## src/call_arb_config.svh

```systemverilog
//##########################################################################
// call arbiter configuration
// sizes of the parent side, the level-one groups, the child side,
// the call fields and the shared queue
//##########################################################################
`ifndef CALL_ARB_CONFIG_SVH
`define CALL_ARB_CONFIG_SVH

// parent side
`define CA_PARENTS            8
`define CA_GROUPS             2
`define CA_PARENTS_PER_GROUP  4

// child side
`define CA_CHILDREN           4
`define CA_THREADS            4

// call fields
`define CA_ARG_W              16
`define CA_ARG_NUM            2
`define CA_PC_W               32

// cells shared by all child lists
`define CA_QUEUE_CELLS        16

`endif

```

## src/call_arb_pkg.sv

```systemverilog
//##########################################################################
// call arbiter types
// the fields of one function call and the word kept for a parked call
//##########################################################################
`include "call_arb_config.svh"

package call_arb_pkg;

    // indices
    typedef logic [$clog2(`CA_PARENTS)-1:0]  parent_id_t;
    typedef logic [$clog2(`CA_CHILDREN)-1:0] child_id_t;
    typedef logic [$clog2(`CA_THREADS)-1:0]  thread_id_t;
    typedef logic [$clog2(`CA_GROUPS)-1:0]   group_id_t;

    // payload
    typedef logic [`CA_PC_W-1:0]               pc_t;
    typedef logic [`CA_ARG_W*`CA_ARG_NUM-1:0]  args_t;

    // parked call, the child is implied by the list it sits in
    typedef struct packed {
        parent_id_t parent;
        thread_id_t thread;
        pc_t        pc;
        args_t      args;
    } queue_word_t;

endpackage

```

## src/link_queue_pkg.sv

```systemverilog
//##########################################################################
// linked-list queue types
// addressing and free-cell accounting of the shared cell storage
//##########################################################################
`include "call_arb_config.svh"

package link_queue_pkg;

    // address of one cell
    typedef logic [$clog2(`CA_QUEUE_CELLS)-1:0] cell_ptr_t;

    // one extra bit so that a fully free storage can be counted
    typedef logic [$clog2(`CA_QUEUE_CELLS):0]   cell_cnt_t;

endpackage

```

## src/group_req_if.sv

```systemverilog
//##########################################################################
// group slot interface
// one level-one slot offered by a parent group to the dispatcher
//##########################################################################
`timescale 1ns/10ps

interface group_req_if import call_arb_pkg::*; ();

    logic       slot_vld;
    parent_id_t slot_parent;
    child_id_t  slot_child;
    thread_id_t slot_thread;
    pc_t        slot_pc;
    args_t      slot_args;
    // slot is emptied at the edge that ends a take cycle
    logic       take;

    modport group (
        output slot_vld, slot_parent, slot_child, slot_thread, slot_pc, slot_args,
        input  take
    );

    modport dispatch (
        input  slot_vld, slot_parent, slot_child, slot_thread, slot_pc, slot_args,
        output take
    );

endinterface

```

## src/call_arbiter.sv

```systemverilog
//##########################################################################
// call arbiter top
// parent groups feeding level-one slots into the dispatcher that
// delivers one call per cycle to the child functions
//##########################################################################
`timescale 1ns/10ps
`include "call_arb_config.svh"

module call_arbiter import call_arb_pkg::*; (
    input  logic                          clk,
    input  logic                          rstn,
    input  logic       [`CA_PARENTS-1:0]  call_vld_i,
    output logic       [`CA_PARENTS-1:0]  call_rdy_o,
    input  child_id_t  [`CA_PARENTS-1:0]  call_child_i,
    input  thread_id_t [`CA_PARENTS-1:0]  call_thread_i,
    input  pc_t        [`CA_PARENTS-1:0]  call_pc_i,
    input  args_t      [`CA_PARENTS-1:0]  call_args_i,
    input  logic       [`CA_CHILDREN-1:0] child_rdy_i,
    output logic                          call_vld_o,
    output child_id_t                     call_child_o,
    output parent_id_t                    call_parent_o,
    output thread_id_t                    call_thread_o,
    output pc_t                           call_pc_o,
    output args_t                         call_args_o
);
    localparam int PPG = `CA_PARENTS_PER_GROUP;

    // one slot link per group
    group_req_if grp_if [`CA_GROUPS] ();

    for (genvar g = 0; g < `CA_GROUPS; g++) begin : g_group
        parent_group #(
            .FIRST_PARENT (g * PPG)
        ) parent_group_i (
            .clk           (clk),
            .rstn          (rstn),
            .call_vld_i    (call_vld_i[g*PPG +: PPG]),
            .call_child_i  (call_child_i[g*PPG +: PPG]),
            .call_thread_i (call_thread_i[g*PPG +: PPG]),
            .call_pc_i     (call_pc_i[g*PPG +: PPG]),
            .call_args_i   (call_args_i[g*PPG +: PPG]),
            .call_rdy_o    (call_rdy_o[g*PPG +: PPG]),
            .slot          (grp_if[g])
        );
    end

    call_dispatch call_dispatch_i (
        .clk           (clk),
        .rstn          (rstn),
        .grp           (grp_if),
        .child_rdy_i   (child_rdy_i),
        .call_vld_o    (call_vld_o),
        .call_child_o  (call_child_o),
        .call_parent_o (call_parent_o),
        .call_thread_o (call_thread_o),
        .call_pc_o     (call_pc_o),
        .call_args_o   (call_args_o)
    );

endmodule

```

## src/call_dispatch.sv

```systemverilog
//##########################################################################
// call dispatcher
// picks a queued call for a ready child or a group slot each cycle,
// parks calls whose child is busy and registers the delivered call
//##########################################################################
`timescale 1ns/10ps
`include "call_arb_config.svh"

module call_dispatch import call_arb_pkg::*; (
    input  logic                    clk,
    input  logic                    rstn,
    group_req_if.dispatch           grp [`CA_GROUPS],
    input  logic [`CA_CHILDREN-1:0] child_rdy_i,
    output logic                    call_vld_o,
    output child_id_t               call_child_o,
    output parent_id_t              call_parent_o,
    output thread_id_t              call_thread_o,
    output pc_t                     call_pc_o,
    output args_t                   call_args_o
);
    localparam int GROUPS   = `CA_GROUPS;
    localparam int CHILDREN = `CA_CHILDREN;

    logic       [GROUPS-1:0] slot_vld;
    parent_id_t [GROUPS-1:0] slot_parent;
    child_id_t  [GROUPS-1:0] slot_child;
    thread_id_t [GROUPS-1:0] slot_thread;
    pc_t        [GROUPS-1:0] slot_pc;
    args_t      [GROUPS-1:0] slot_args;
    logic       [GROUPS-1:0] take;

    child_id_t     child_ptr;
    group_id_t     grp_ptr;
    logic          deq_vld;
    child_id_t     deq_child;
    logic          sel_vld;
    group_id_t     sel_grp;
    child_id_t     sel_child;

    logic          enq;
    logic          deq;
    queue_word_t   enq_word;
    queue_word_t   deq_word;
    logic [CHILDREN-1:0] q_nonempty;
    logic          q_full;

    logic          out_vld;
    child_id_t     out_child;
    queue_word_t   out_word;

    // flatten the slot interfaces so they can be indexed at run time
    for (genvar g = 0; g < GROUPS; g++) begin : g_slot
        assign slot_vld[g]    = grp[g].slot_vld;
        assign slot_parent[g] = grp[g].slot_parent;
        assign slot_child[g]  = grp[g].slot_child;
        assign slot_thread[g] = grp[g].slot_thread;
        assign slot_pc[g]     = grp[g].slot_pc;
        assign slot_args[g]   = grp[g].slot_args;
        assign grp[g].take    = take[g];
    end

    child_queue child_queue_i (
        .clk         (clk),
        .rstn        (rstn),
        .enq_i       (enq),
        .enq_child_i (sel_child),
        .enq_word_i  (enq_word),
        .deq_i       (deq),
        .deq_child_i (deq_child),
        .deq_word_o  (deq_word),
        .nonempty_o  (q_nonempty),
        .full_o      (q_full)
    );

    // round-robin search of ready children with parked calls, and of slots
    always_comb begin
        deq_vld   = 1'b0;
        deq_child = child_ptr;
        for (int i = CHILDREN - 1; i >= 0; i--) begin
            if (q_nonempty[(int'(child_ptr) + i) % CHILDREN] &&
                child_rdy_i[(int'(child_ptr) + i) % CHILDREN]) begin
                deq_vld   = 1'b1;
                deq_child = child_id_t'((int'(child_ptr) + i) % CHILDREN);
            end
        end
        sel_vld = 1'b0;
        sel_grp = grp_ptr;
        for (int i = GROUPS - 1; i >= 0; i--) begin
            if (slot_vld[(int'(grp_ptr) + i) % GROUPS]) begin
                sel_vld = 1'b1;
                sel_grp = group_id_t'((int'(grp_ptr) + i) % GROUPS);
            end
        end
    end

    assign sel_child = slot_child[sel_grp];
    assign enq_word  = '{parent: slot_parent[sel_grp], thread: slot_thread[sel_grp],
                         pc: slot_pc[sel_grp], args: slot_args[sel_grp]};

    // parked calls first, then a slot goes out directly only when
    // nothing older is waiting for its child
    always_comb begin
        take      = '0;
        enq       = 1'b0;
        deq       = 1'b0;
        out_vld   = 1'b0;
        out_child = deq_child;
        out_word  = deq_word;
        if (deq_vld) begin
            deq     = 1'b1;
            out_vld = 1'b1;
        end else if (sel_vld) begin
            out_child = sel_child;
            out_word  = enq_word;
            if (child_rdy_i[sel_child] && !q_nonempty[sel_child]) begin
                take[sel_grp] = 1'b1;
                out_vld       = 1'b1;
            end else if (!q_full) begin
                take[sel_grp] = 1'b1;
                enq           = 1'b1;
            end
        end
    end

    always_ff @(posedge clk or negedge rstn) begin
        if (!rstn) begin
            child_ptr  <= '0;
            grp_ptr    <= '0;
            call_vld_o <= 1'b0;
        end else begin
            call_vld_o <= out_vld;
            if (deq) begin
                child_ptr <= child_id_t'((int'(deq_child) + 1) % CHILDREN);
            end
            if (|take) begin
                grp_ptr <= group_id_t'((int'(sel_grp) + 1) % GROUPS);
            end
        end
    end

    always_ff @(posedge clk) begin
        if (out_vld) begin
            call_child_o  <= out_child;
            call_parent_o <= out_word.parent;
            call_thread_o <= out_word.thread;
            call_pc_o     <= out_word.pc;
            call_args_o   <= out_word.args;
        end
    end

endmodule

```

## src/child_queue.sv

```systemverilog
//##########################################################################
// child queue
// linked-list queue, one list per child over a shared pool of cells
// with a free list for cell allocation
//##########################################################################
`timescale 1ns/10ps
`include "call_arb_config.svh"

module child_queue
    import call_arb_pkg::*;
    import link_queue_pkg::*;
(
    input  logic                    clk,
    input  logic                    rstn,
    input  logic                    enq_i,
    input  child_id_t               enq_child_i,
    input  queue_word_t             enq_word_i,
    input  logic                    deq_i,
    input  child_id_t               deq_child_i,
    output queue_word_t             deq_word_o,
    output logic [`CA_CHILDREN-1:0] nonempty_o,
    output logic                    full_o
);
    localparam int CELLS = `CA_QUEUE_CELLS;

    queue_word_t cell_mem [CELLS];
    cell_ptr_t   next_ptr [CELLS];
    cell_ptr_t   head [`CA_CHILDREN];
    cell_ptr_t   tail [`CA_CHILDREN];

    logic [`CA_CHILDREN-1:0] nonempty;
    cell_ptr_t               free_head;
    cell_cnt_t               free_cnt;
    cell_ptr_t               enq_cell;
    cell_ptr_t               deq_cell;

    // new calls take the cell at the head of the free list
    assign enq_cell = free_head;
    assign deq_cell = head[deq_child_i];

    assign deq_word_o = cell_mem[deq_cell];
    assign nonempty_o = nonempty;
    assign full_o     = (free_cnt == '0);

    always_ff @(posedge clk) begin
        if (enq_i) begin
            cell_mem[enq_cell] <= enq_word_i;
        end
    end

    always_ff @(posedge clk or negedge rstn) begin
        if (!rstn) begin
            // all cells chained into the free list
            for (int i = 0; i < CELLS; i++) begin
                next_ptr[i] <= cell_ptr_t'((i + 1) % CELLS);
            end
            for (int c = 0; c < `CA_CHILDREN; c++) begin
                head[c] <= '0;
                tail[c] <= '0;
            end
            nonempty  <= '0;
            free_head <= '0;
            free_cnt  <= cell_cnt_t'(CELLS);
        end else if (enq_i) begin
            free_head <= next_ptr[enq_cell];
            free_cnt  <= free_cnt - 1'b1;
            // append behind the current tail, or start a fresh list
            if (nonempty[enq_child_i]) begin
                next_ptr[tail[enq_child_i]] <= enq_cell;
            end else begin
                head[enq_child_i] <= enq_cell;
            end
            tail[enq_child_i]     <= enq_cell;
            nonempty[enq_child_i] <= 1'b1;
        end else if (deq_i) begin
            head[deq_child_i] <= next_ptr[deq_cell];
            // last element when head and tail meet
            if (deq_cell == tail[deq_child_i]) begin
                nonempty[deq_child_i] <= 1'b0;
            end
            // released cell goes back on top of the free list
            next_ptr[deq_cell] <= free_head;
            free_head          <= deq_cell;
            free_cnt           <= free_cnt + 1'b1;
        end
    end

endmodule

```

## src/parent_group.sv

```systemverilog
//##########################################################################
// parent group
// one-entry buffer per parent port and round-robin fill of the group's
// level-one slot
//##########################################################################
`timescale 1ns/10ps
`include "call_arb_config.svh"

module parent_group import call_arb_pkg::*; #(
    parameter int FIRST_PARENT = 0
) (
    input  logic                                 clk,
    input  logic                                 rstn,
    input  logic       [`CA_PARENTS_PER_GROUP-1:0] call_vld_i,
    input  child_id_t  [`CA_PARENTS_PER_GROUP-1:0] call_child_i,
    input  thread_id_t [`CA_PARENTS_PER_GROUP-1:0] call_thread_i,
    input  pc_t        [`CA_PARENTS_PER_GROUP-1:0] call_pc_i,
    input  args_t      [`CA_PARENTS_PER_GROUP-1:0] call_args_i,
    output logic       [`CA_PARENTS_PER_GROUP-1:0] call_rdy_o,
    group_req_if.group                           slot
);
    localparam int PPG   = `CA_PARENTS_PER_GROUP;
    localparam int IDX_W = $clog2(PPG);

    logic       [PPG-1:0] buf_vld;
    child_id_t  [PPG-1:0] buf_child;
    thread_id_t [PPG-1:0] buf_thread;
    pc_t        [PPG-1:0] buf_pc;
    args_t      [PPG-1:0] buf_args;

    logic [IDX_W-1:0] rr_ptr;
    logic [IDX_W-1:0] pick_idx;
    logic             pick_vld;
    logic             fill;

    assign call_rdy_o = ~buf_vld;

    // first buffered parent at or after the pointer
    always_comb begin
        pick_vld = 1'b0;
        pick_idx = rr_ptr;
        for (int i = PPG - 1; i >= 0; i--) begin
            if (buf_vld[(int'(rr_ptr) + i) % PPG]) begin
                pick_vld = 1'b1;
                pick_idx = IDX_W'((int'(rr_ptr) + i) % PPG);
            end
        end
    end

    assign fill = pick_vld && !slot.slot_vld;

    always_ff @(posedge clk or negedge rstn) begin
        if (!rstn) begin
            buf_vld <= '0;
        end else begin
            for (int p = 0; p < PPG; p++) begin
                if (call_vld_i[p] && !buf_vld[p]) begin
                    buf_vld[p] <= 1'b1;
                end else if (fill && (pick_idx == IDX_W'(p))) begin
                    buf_vld[p] <= 1'b0;
                end
            end
        end
    end

    always_ff @(posedge clk) begin
        for (int p = 0; p < PPG; p++) begin
            if (call_vld_i[p] && !buf_vld[p]) begin
                buf_child[p]  <= call_child_i[p];
                buf_thread[p] <= call_thread_i[p];
                buf_pc[p]     <= call_pc_i[p];
                buf_args[p]   <= call_args_i[p];
            end
        end
    end

    // slot state, pointer moves past the winner only on a fill
    always_ff @(posedge clk or negedge rstn) begin
        if (!rstn) begin
            slot.slot_vld <= 1'b0;
            rr_ptr        <= '0;
        end else if (fill) begin
            slot.slot_vld <= 1'b1;
            rr_ptr        <= IDX_W'((int'(pick_idx) + 1) % PPG);
        end else if (slot.take) begin
            slot.slot_vld <= 1'b0;
        end
    end

    always_ff @(posedge clk) begin
        if (fill) begin
            slot.slot_parent <= parent_id_t'(FIRST_PARENT + int'(pick_idx));
            slot.slot_child  <= buf_child[pick_idx];
            slot.slot_thread <= buf_thread[pick_idx];
            slot.slot_pc     <= buf_pc[pick_idx];
            slot.slot_args   <= buf_args[pick_idx];
        end
    end

endmodule

```

## config.mk

```make
export PLATFORM = sky130hd
export DESIGN_NAME = call_arbiter
export DESIGN_NICKNAME = d
export VERILOG_FILES = /design/src/call_arb_pkg.sv /design/src/link_queue_pkg.sv /design/src/group_req_if.sv /design/src/call_arbiter.sv /design/src/call_dispatch.sv /design/src/child_queue.sv /design/src/parent_group.sv
export VERILOG_INCLUDE_DIRS = /design/src /design/src/src
export SDC_FILE = /design/constraint.sdc
export NUM_CORES = 2
export LEC_CHECK = 0
export BUFFER_PORTS_ARGS = -buffer_cell sky130_fd_sc_hd__clkbuf_2
export CAP_MARGIN = 10
export CORE_ASPECT_RATIO = 1.4
export CORE_MARGIN = 2
export CORE_UTILIZATION = 45
export CTS_CLUSTER_SIZE = 28
export DETAILED_ROUTE_END_ITERATION = 10
export HOLD_SLACK_MARGIN = 0.03
export PLACE_DENSITY = 0.65
export SYNTH_ARGS = -nofsm -noshare
export SYNTH_HDL_FRONTEND = slang
export SYNTH_HIERARCHICAL = 1
export SYNTH_SLANG_ARGS = --single-unit
export TNS_END_PERCENT = 100
```

## constraint.sdc

```tcl
create_clock -name clk -period 10.6 [get_ports clk]
set_input_delay 0.53 -clock clk [delete_from_list [all_inputs] [get_ports clk]]
set_output_delay 0.53 -clock clk [all_outputs]
set_load 0.01 [all_outputs]
```

==> key figures <==
Run status
  • Status: complete, no violations

Worst setup path
  • Startpoint Class: register
  • Crit path DAT: 6.12 ns
  • Buf+Inv Stages, Crit Path: 4
  • Worst EP required: 11.02 ns
  • Slowest CP cell: buf_4
  • CP delay by family, top: buffers and inverters
  • Crit. End Element: register
  • Critical path's largest stage delay: 0.64 ns
  • Most used cell, CP: buf_4
  • Crit-path max FO: 44
  • Critical path class: register to register
  • Worst Reg-to-Reg Cells: 11
  • Cell count along the critical path: 11
  • CP cell instances: maj3_4 > buf_4 > mux2i_4 > mux2i_1 > mux2_2 > nor3b_2 > buf_4 > nand2_1 > nor2_4 > buf_4 > buf_4

Pwr
  • Power Dens Cells: 248.5 nW/um2
  • Worst VDD drop: 0.2394 mV
  • Leakage: 0.03194 uW

Drt
  • Initial DRC Count: 4837
  • DRT antenna net count: 0
  • DR pass1 iterations: 7
  • Final WL: 217100 um
  • Vias post-DR: 44880
  • DR DRC count: 0
  • Drt via density: 5.742
  • Routed WL per cell: 27.77 um

Clocking
  • CTS tree: yes
  • CTS Buffer Depth: 3
  • Sink Count: 1986
  • Post_cts resized: 0
  • H-tree Lvls: 4
  • Hold bufs inserted after CTS: 549
  • Skew-Pair Late Insertion Delay: 0.83 ns
  • Root buffer cell: clkbuf_16
  • Post-CTS Setup Inserts: 0
  • Clock buffer count from CTS: 179
  • Reg clk slew, reported paths: 0.07 ns

Job
  • Max cap viols: 0

Timing
  • Hold Violations, Final: 0
  • Tmin final: 5.697 ns
  • Hold Worst Slack: 0.1239 ns
  • Final Max Slew Viols: 0
  • Clock Skews: 0.04886 ns
  • Final setup viols: 0
  • Slew margin rel.: 30.97%
  • Setup TNS: 0 ns
  • Tcrit/Tclk final: 53.75%
  • Slew @ Worst Pin: 1.035 ns
  • RSZ-0062 raised after global routing: no
  • Fmax: 0.1755 GHz

Finish
  • Post-layout util: 55.15%
  • Ratio of cells with drive above 1 in the final layout: 28.56%
  • Nets@finish: 5937
  • Area Overhead vs Synth: 21.62%

Logic synthesis
  • Seq cells post-synth: 1986
  • Synth Flop Type: edfxtp_1
  • Post-synthesis sequential area ratio: 75.67%
  • Area of the mapped netlist: 78030 um2
  • Distinct cells, synth: 65
  • Mapped Nets: 4750
  • Syn_area_per_cell: 18.63 um2
  • Number of synthesized flops with an enable pin: 1859
  • Mapped Cells: 4188
  • Ys async rst share: 6.395%
  • YS warnings: 6

Placed design
  • Hpwl dp: 130300 um
  • RePlAce Congestion: 0.9128
  • IO Port Bufs: 637

Floorplanning
  • Die Area: 176800 um2
  • Die Y: 496.7 um
  • Io pins: 638
  • Num rows: 180
  • CORE AREA: 172100 um2
  • Die W: 355.9 um
  • Initial Utilization: 45.35%

Global routing
  • GRT overflow: 0
  • Initial antenna violation count: 26
  • Total GRT Usage: 24.29%
  • Pin count of the biggest net entering global routing: 124
  • First-pass GRT wire length: 312400 um
  • Number of global-route vias before repair: 46470

Worst hold path
  • Hold crit path type: input port to register
  • Hold Path Cell Cnt: 3
-- power breakdown --
group	leakage (uW)	internal (uW)	switching, uW	total (uW)
clock	0.00283	3590	2950	6530
sequential	0.0185	10800	418	11200
combinational	0.0106	1500	4300	5810
total	0.0319	15900	7670	23600
-- cell type report --
class	instances	area [um2]
inverters	19	76.32
flip-flops and latches	1986	59040
well taps	2275	2846
multi-input cells	1921	17620
clock inverters	116	1181
repair buffers	1268	9414
fillers	12930	77170
clock buffers	211	4662
diodes	20	50.05
-- kinds of logic (layout without fill, tap and decap cells) --
family | after synthesis | count (layout) | share of synthesized area [%]
compound gates | 575 | 575 | 4.942
xor+xnor | 8 | 8 | 0.08979
fa+ha+maj | 5 | 5 | 0.08820
buf+inv | 281 | 1614 | 2.048
flops | 1986 | 1986 | 75.67
mux | 610 | 610 | 13.14
other cells | 2 | 22 | 0.009625
simple gates | 721 | 721 | 4.017
-- path summary, 6_finish.rpt --
path,endpoint,start,slack (ns)
max,call_dispatch_i/child_queue_i/cell_mem[15][48]$_DFFE_PP_,g_group[1].parent_group_i/slot.slot_vld$_DFFE_PN0P_,4.90
min,call_dispatch_i/child_ptr[1]$_DFFE_PN0N_,child_rdy_i[1],0.12
max reg2reg,call_dispatch_i/child_queue_i/cell_mem[15][48]$_DFFE_PP_,g_group[1].parent_group_i/slot.slot_vld$_DFFE_PN0P_,4.90
min reg2reg,call_dispatch_i/child_queue_i/free_cnt[4]$_DFFE_PN1P_,call_dispatch_i/child_queue_i/free_cnt[4]$_DFFE_PN1P_,0.49
max in group asynchronous,call_dispatch_i/child_queue_i/next_ptr[34]$_DFFE_PN0P_,rstn,9.27
min in group asynchronous,call_dispatch_i/child_queue_i/next_ptr[58]$_DFFE_PN0P_,rstn,0.29
-- placed cells by master (no fill, tap or decap), types with 6 or more instances in the layout --
cell type | Yosys | final
a211oi_1 | 76 | 76
o221ai_1 | 16 | 16
bufinv_16 | 0 | 17
edfxtp_1 | 1859 | 1859
nand2_1 | 519 | 519
nor2b_1 | 89 | 81
a32oi_1 | 137 | 137
inv_1 | 17 | 17
a21oi_1 | 220 | 220
o22ai_1 | 8 | 8
nand2b_1 | 12 | 12
clkbuf_1 | 93 | 28
o21a_1 | 7 | 7
inv_6 | 0 | 6
clkinvlp_4 | 0 | 10
mux4_2 | 309 | 305
mux2i_1 | 96 | 96
o21ai_0 | 61 | 59
nor2b_4 | 0 | 8
nor3_2 | 0 | 8
nand3_1 | 6 | 6
a31oi_1 | 14 | 14
diode_2 | 0 | 20
nor3_1 | 16 | 8
clkinv_1 | 0 | 38
clkinv_2 | 0 | 32
dfstp_2 | 33 | 33
and2_1 | 9 | 9
nor2_4 | 2 | 10
clkbuf_2 | 0 | 636
dlygate4sd3_1 | 0 | 549
buf_4 | 32 | 74
nor2_1 | 36 | 28
clkbuf_16 | 0 | 181
buf_12 | 0 | 9
dfrtp_1 | 94 | 93
mux2_2 | 203 | 203
-- metrics by stage --
stage / instances / power, uW / setup WS, ns / area [um2]
final: 7816 / 23580 / 4.903 / 94900
after CTS: 7796 / 23560 / 4.828 / 94850
after detailed placement: 6920 / 16940 / 4.712 / 83510
after global placement: 6920 / 16820 / 4.695 / 83510
after global routing: 7811 / 24370 / 4.457 / 94880
after floorplan: 4188 / 14550 / 0.5664 / 78030
-- worst min-delay path, delay by kind of cell --
family / cells / cell delay, ns
AO/OA/AOI/OAI: 2 / 0.24
buffers and inverters: 1 / 0.10
-- registers in the layout, summed over array words and instances (netlist names), 5 cells and up --
signal / flops
g_group.parent_group_i/buf_thread: 16
g_group.parent_group_i/buf_args: 256
g_group.parent_group_i/buf_vld: 8
call_dispatch_i/call_pc_o: 32
g_group.parent_group_i/buf_child: 16
call_dispatch_i/child_queue_i/free_cnt: 5
g_group.parent_group_i/slot.slot_pc: 64
call_dispatch_i/call_args_o: 32
call_dispatch_i/child_queue_i/tail: 16
call_dispatch_i/child_queue_i/cell_mem: 1104
g_group.parent_group_i/slot.slot_args: 64
call_dispatch_i/child_queue_i/head: 16
call_dispatch_i/child_queue_i/next_ptr: 64
g_group.parent_group_i/buf_pc: 256
-- cell usage after synthesis, types with 6 or more instances --
library cell  instances  area [um2]
nor2b_1              89       556.8
clkbuf_1             93       349.1
mux4_2              309        6959
o21ai_0              61       305.3
o221ai_1             16       140.1
nand2b_1             12       75.07
o21a_1                7       52.55
nor2_1               36       135.1
dfstp_2              33       867.1
buf_6                41       461.7
nor3_1               16       80.08
mux2i_1              96       960.9
inv_1                17       63.81
a21oi_1             220        1101
a31oi_1              14       87.58
buf_2                92       460.4
nand2_1             519        1948
nor3b_1               6       45.04
and2_1                9       56.30
a211oi_1             76       570.6
dfrtp_1              94        2352
a32oi_1             137        1200
buf_4                32       240.2
nand3_1               6       30.03
edfxtp_1           1859       55820
mux2_2              203        2286
o22ai_1               8       50.05
-- per-layer routing --
layer / vias to the layer above / share of wire [%] / global-route usage, %
met3: 478 / 6.7 / 3.758
met5: - / 0.018 / 0
met2: 2291 / 50 / 40.92
met1: 22970 / 39 / 31.24
met4: 6 / 4.4 / 10.86
li1: 19130 / - / -
Note: power is estimated with default switching activity, not from simulation.
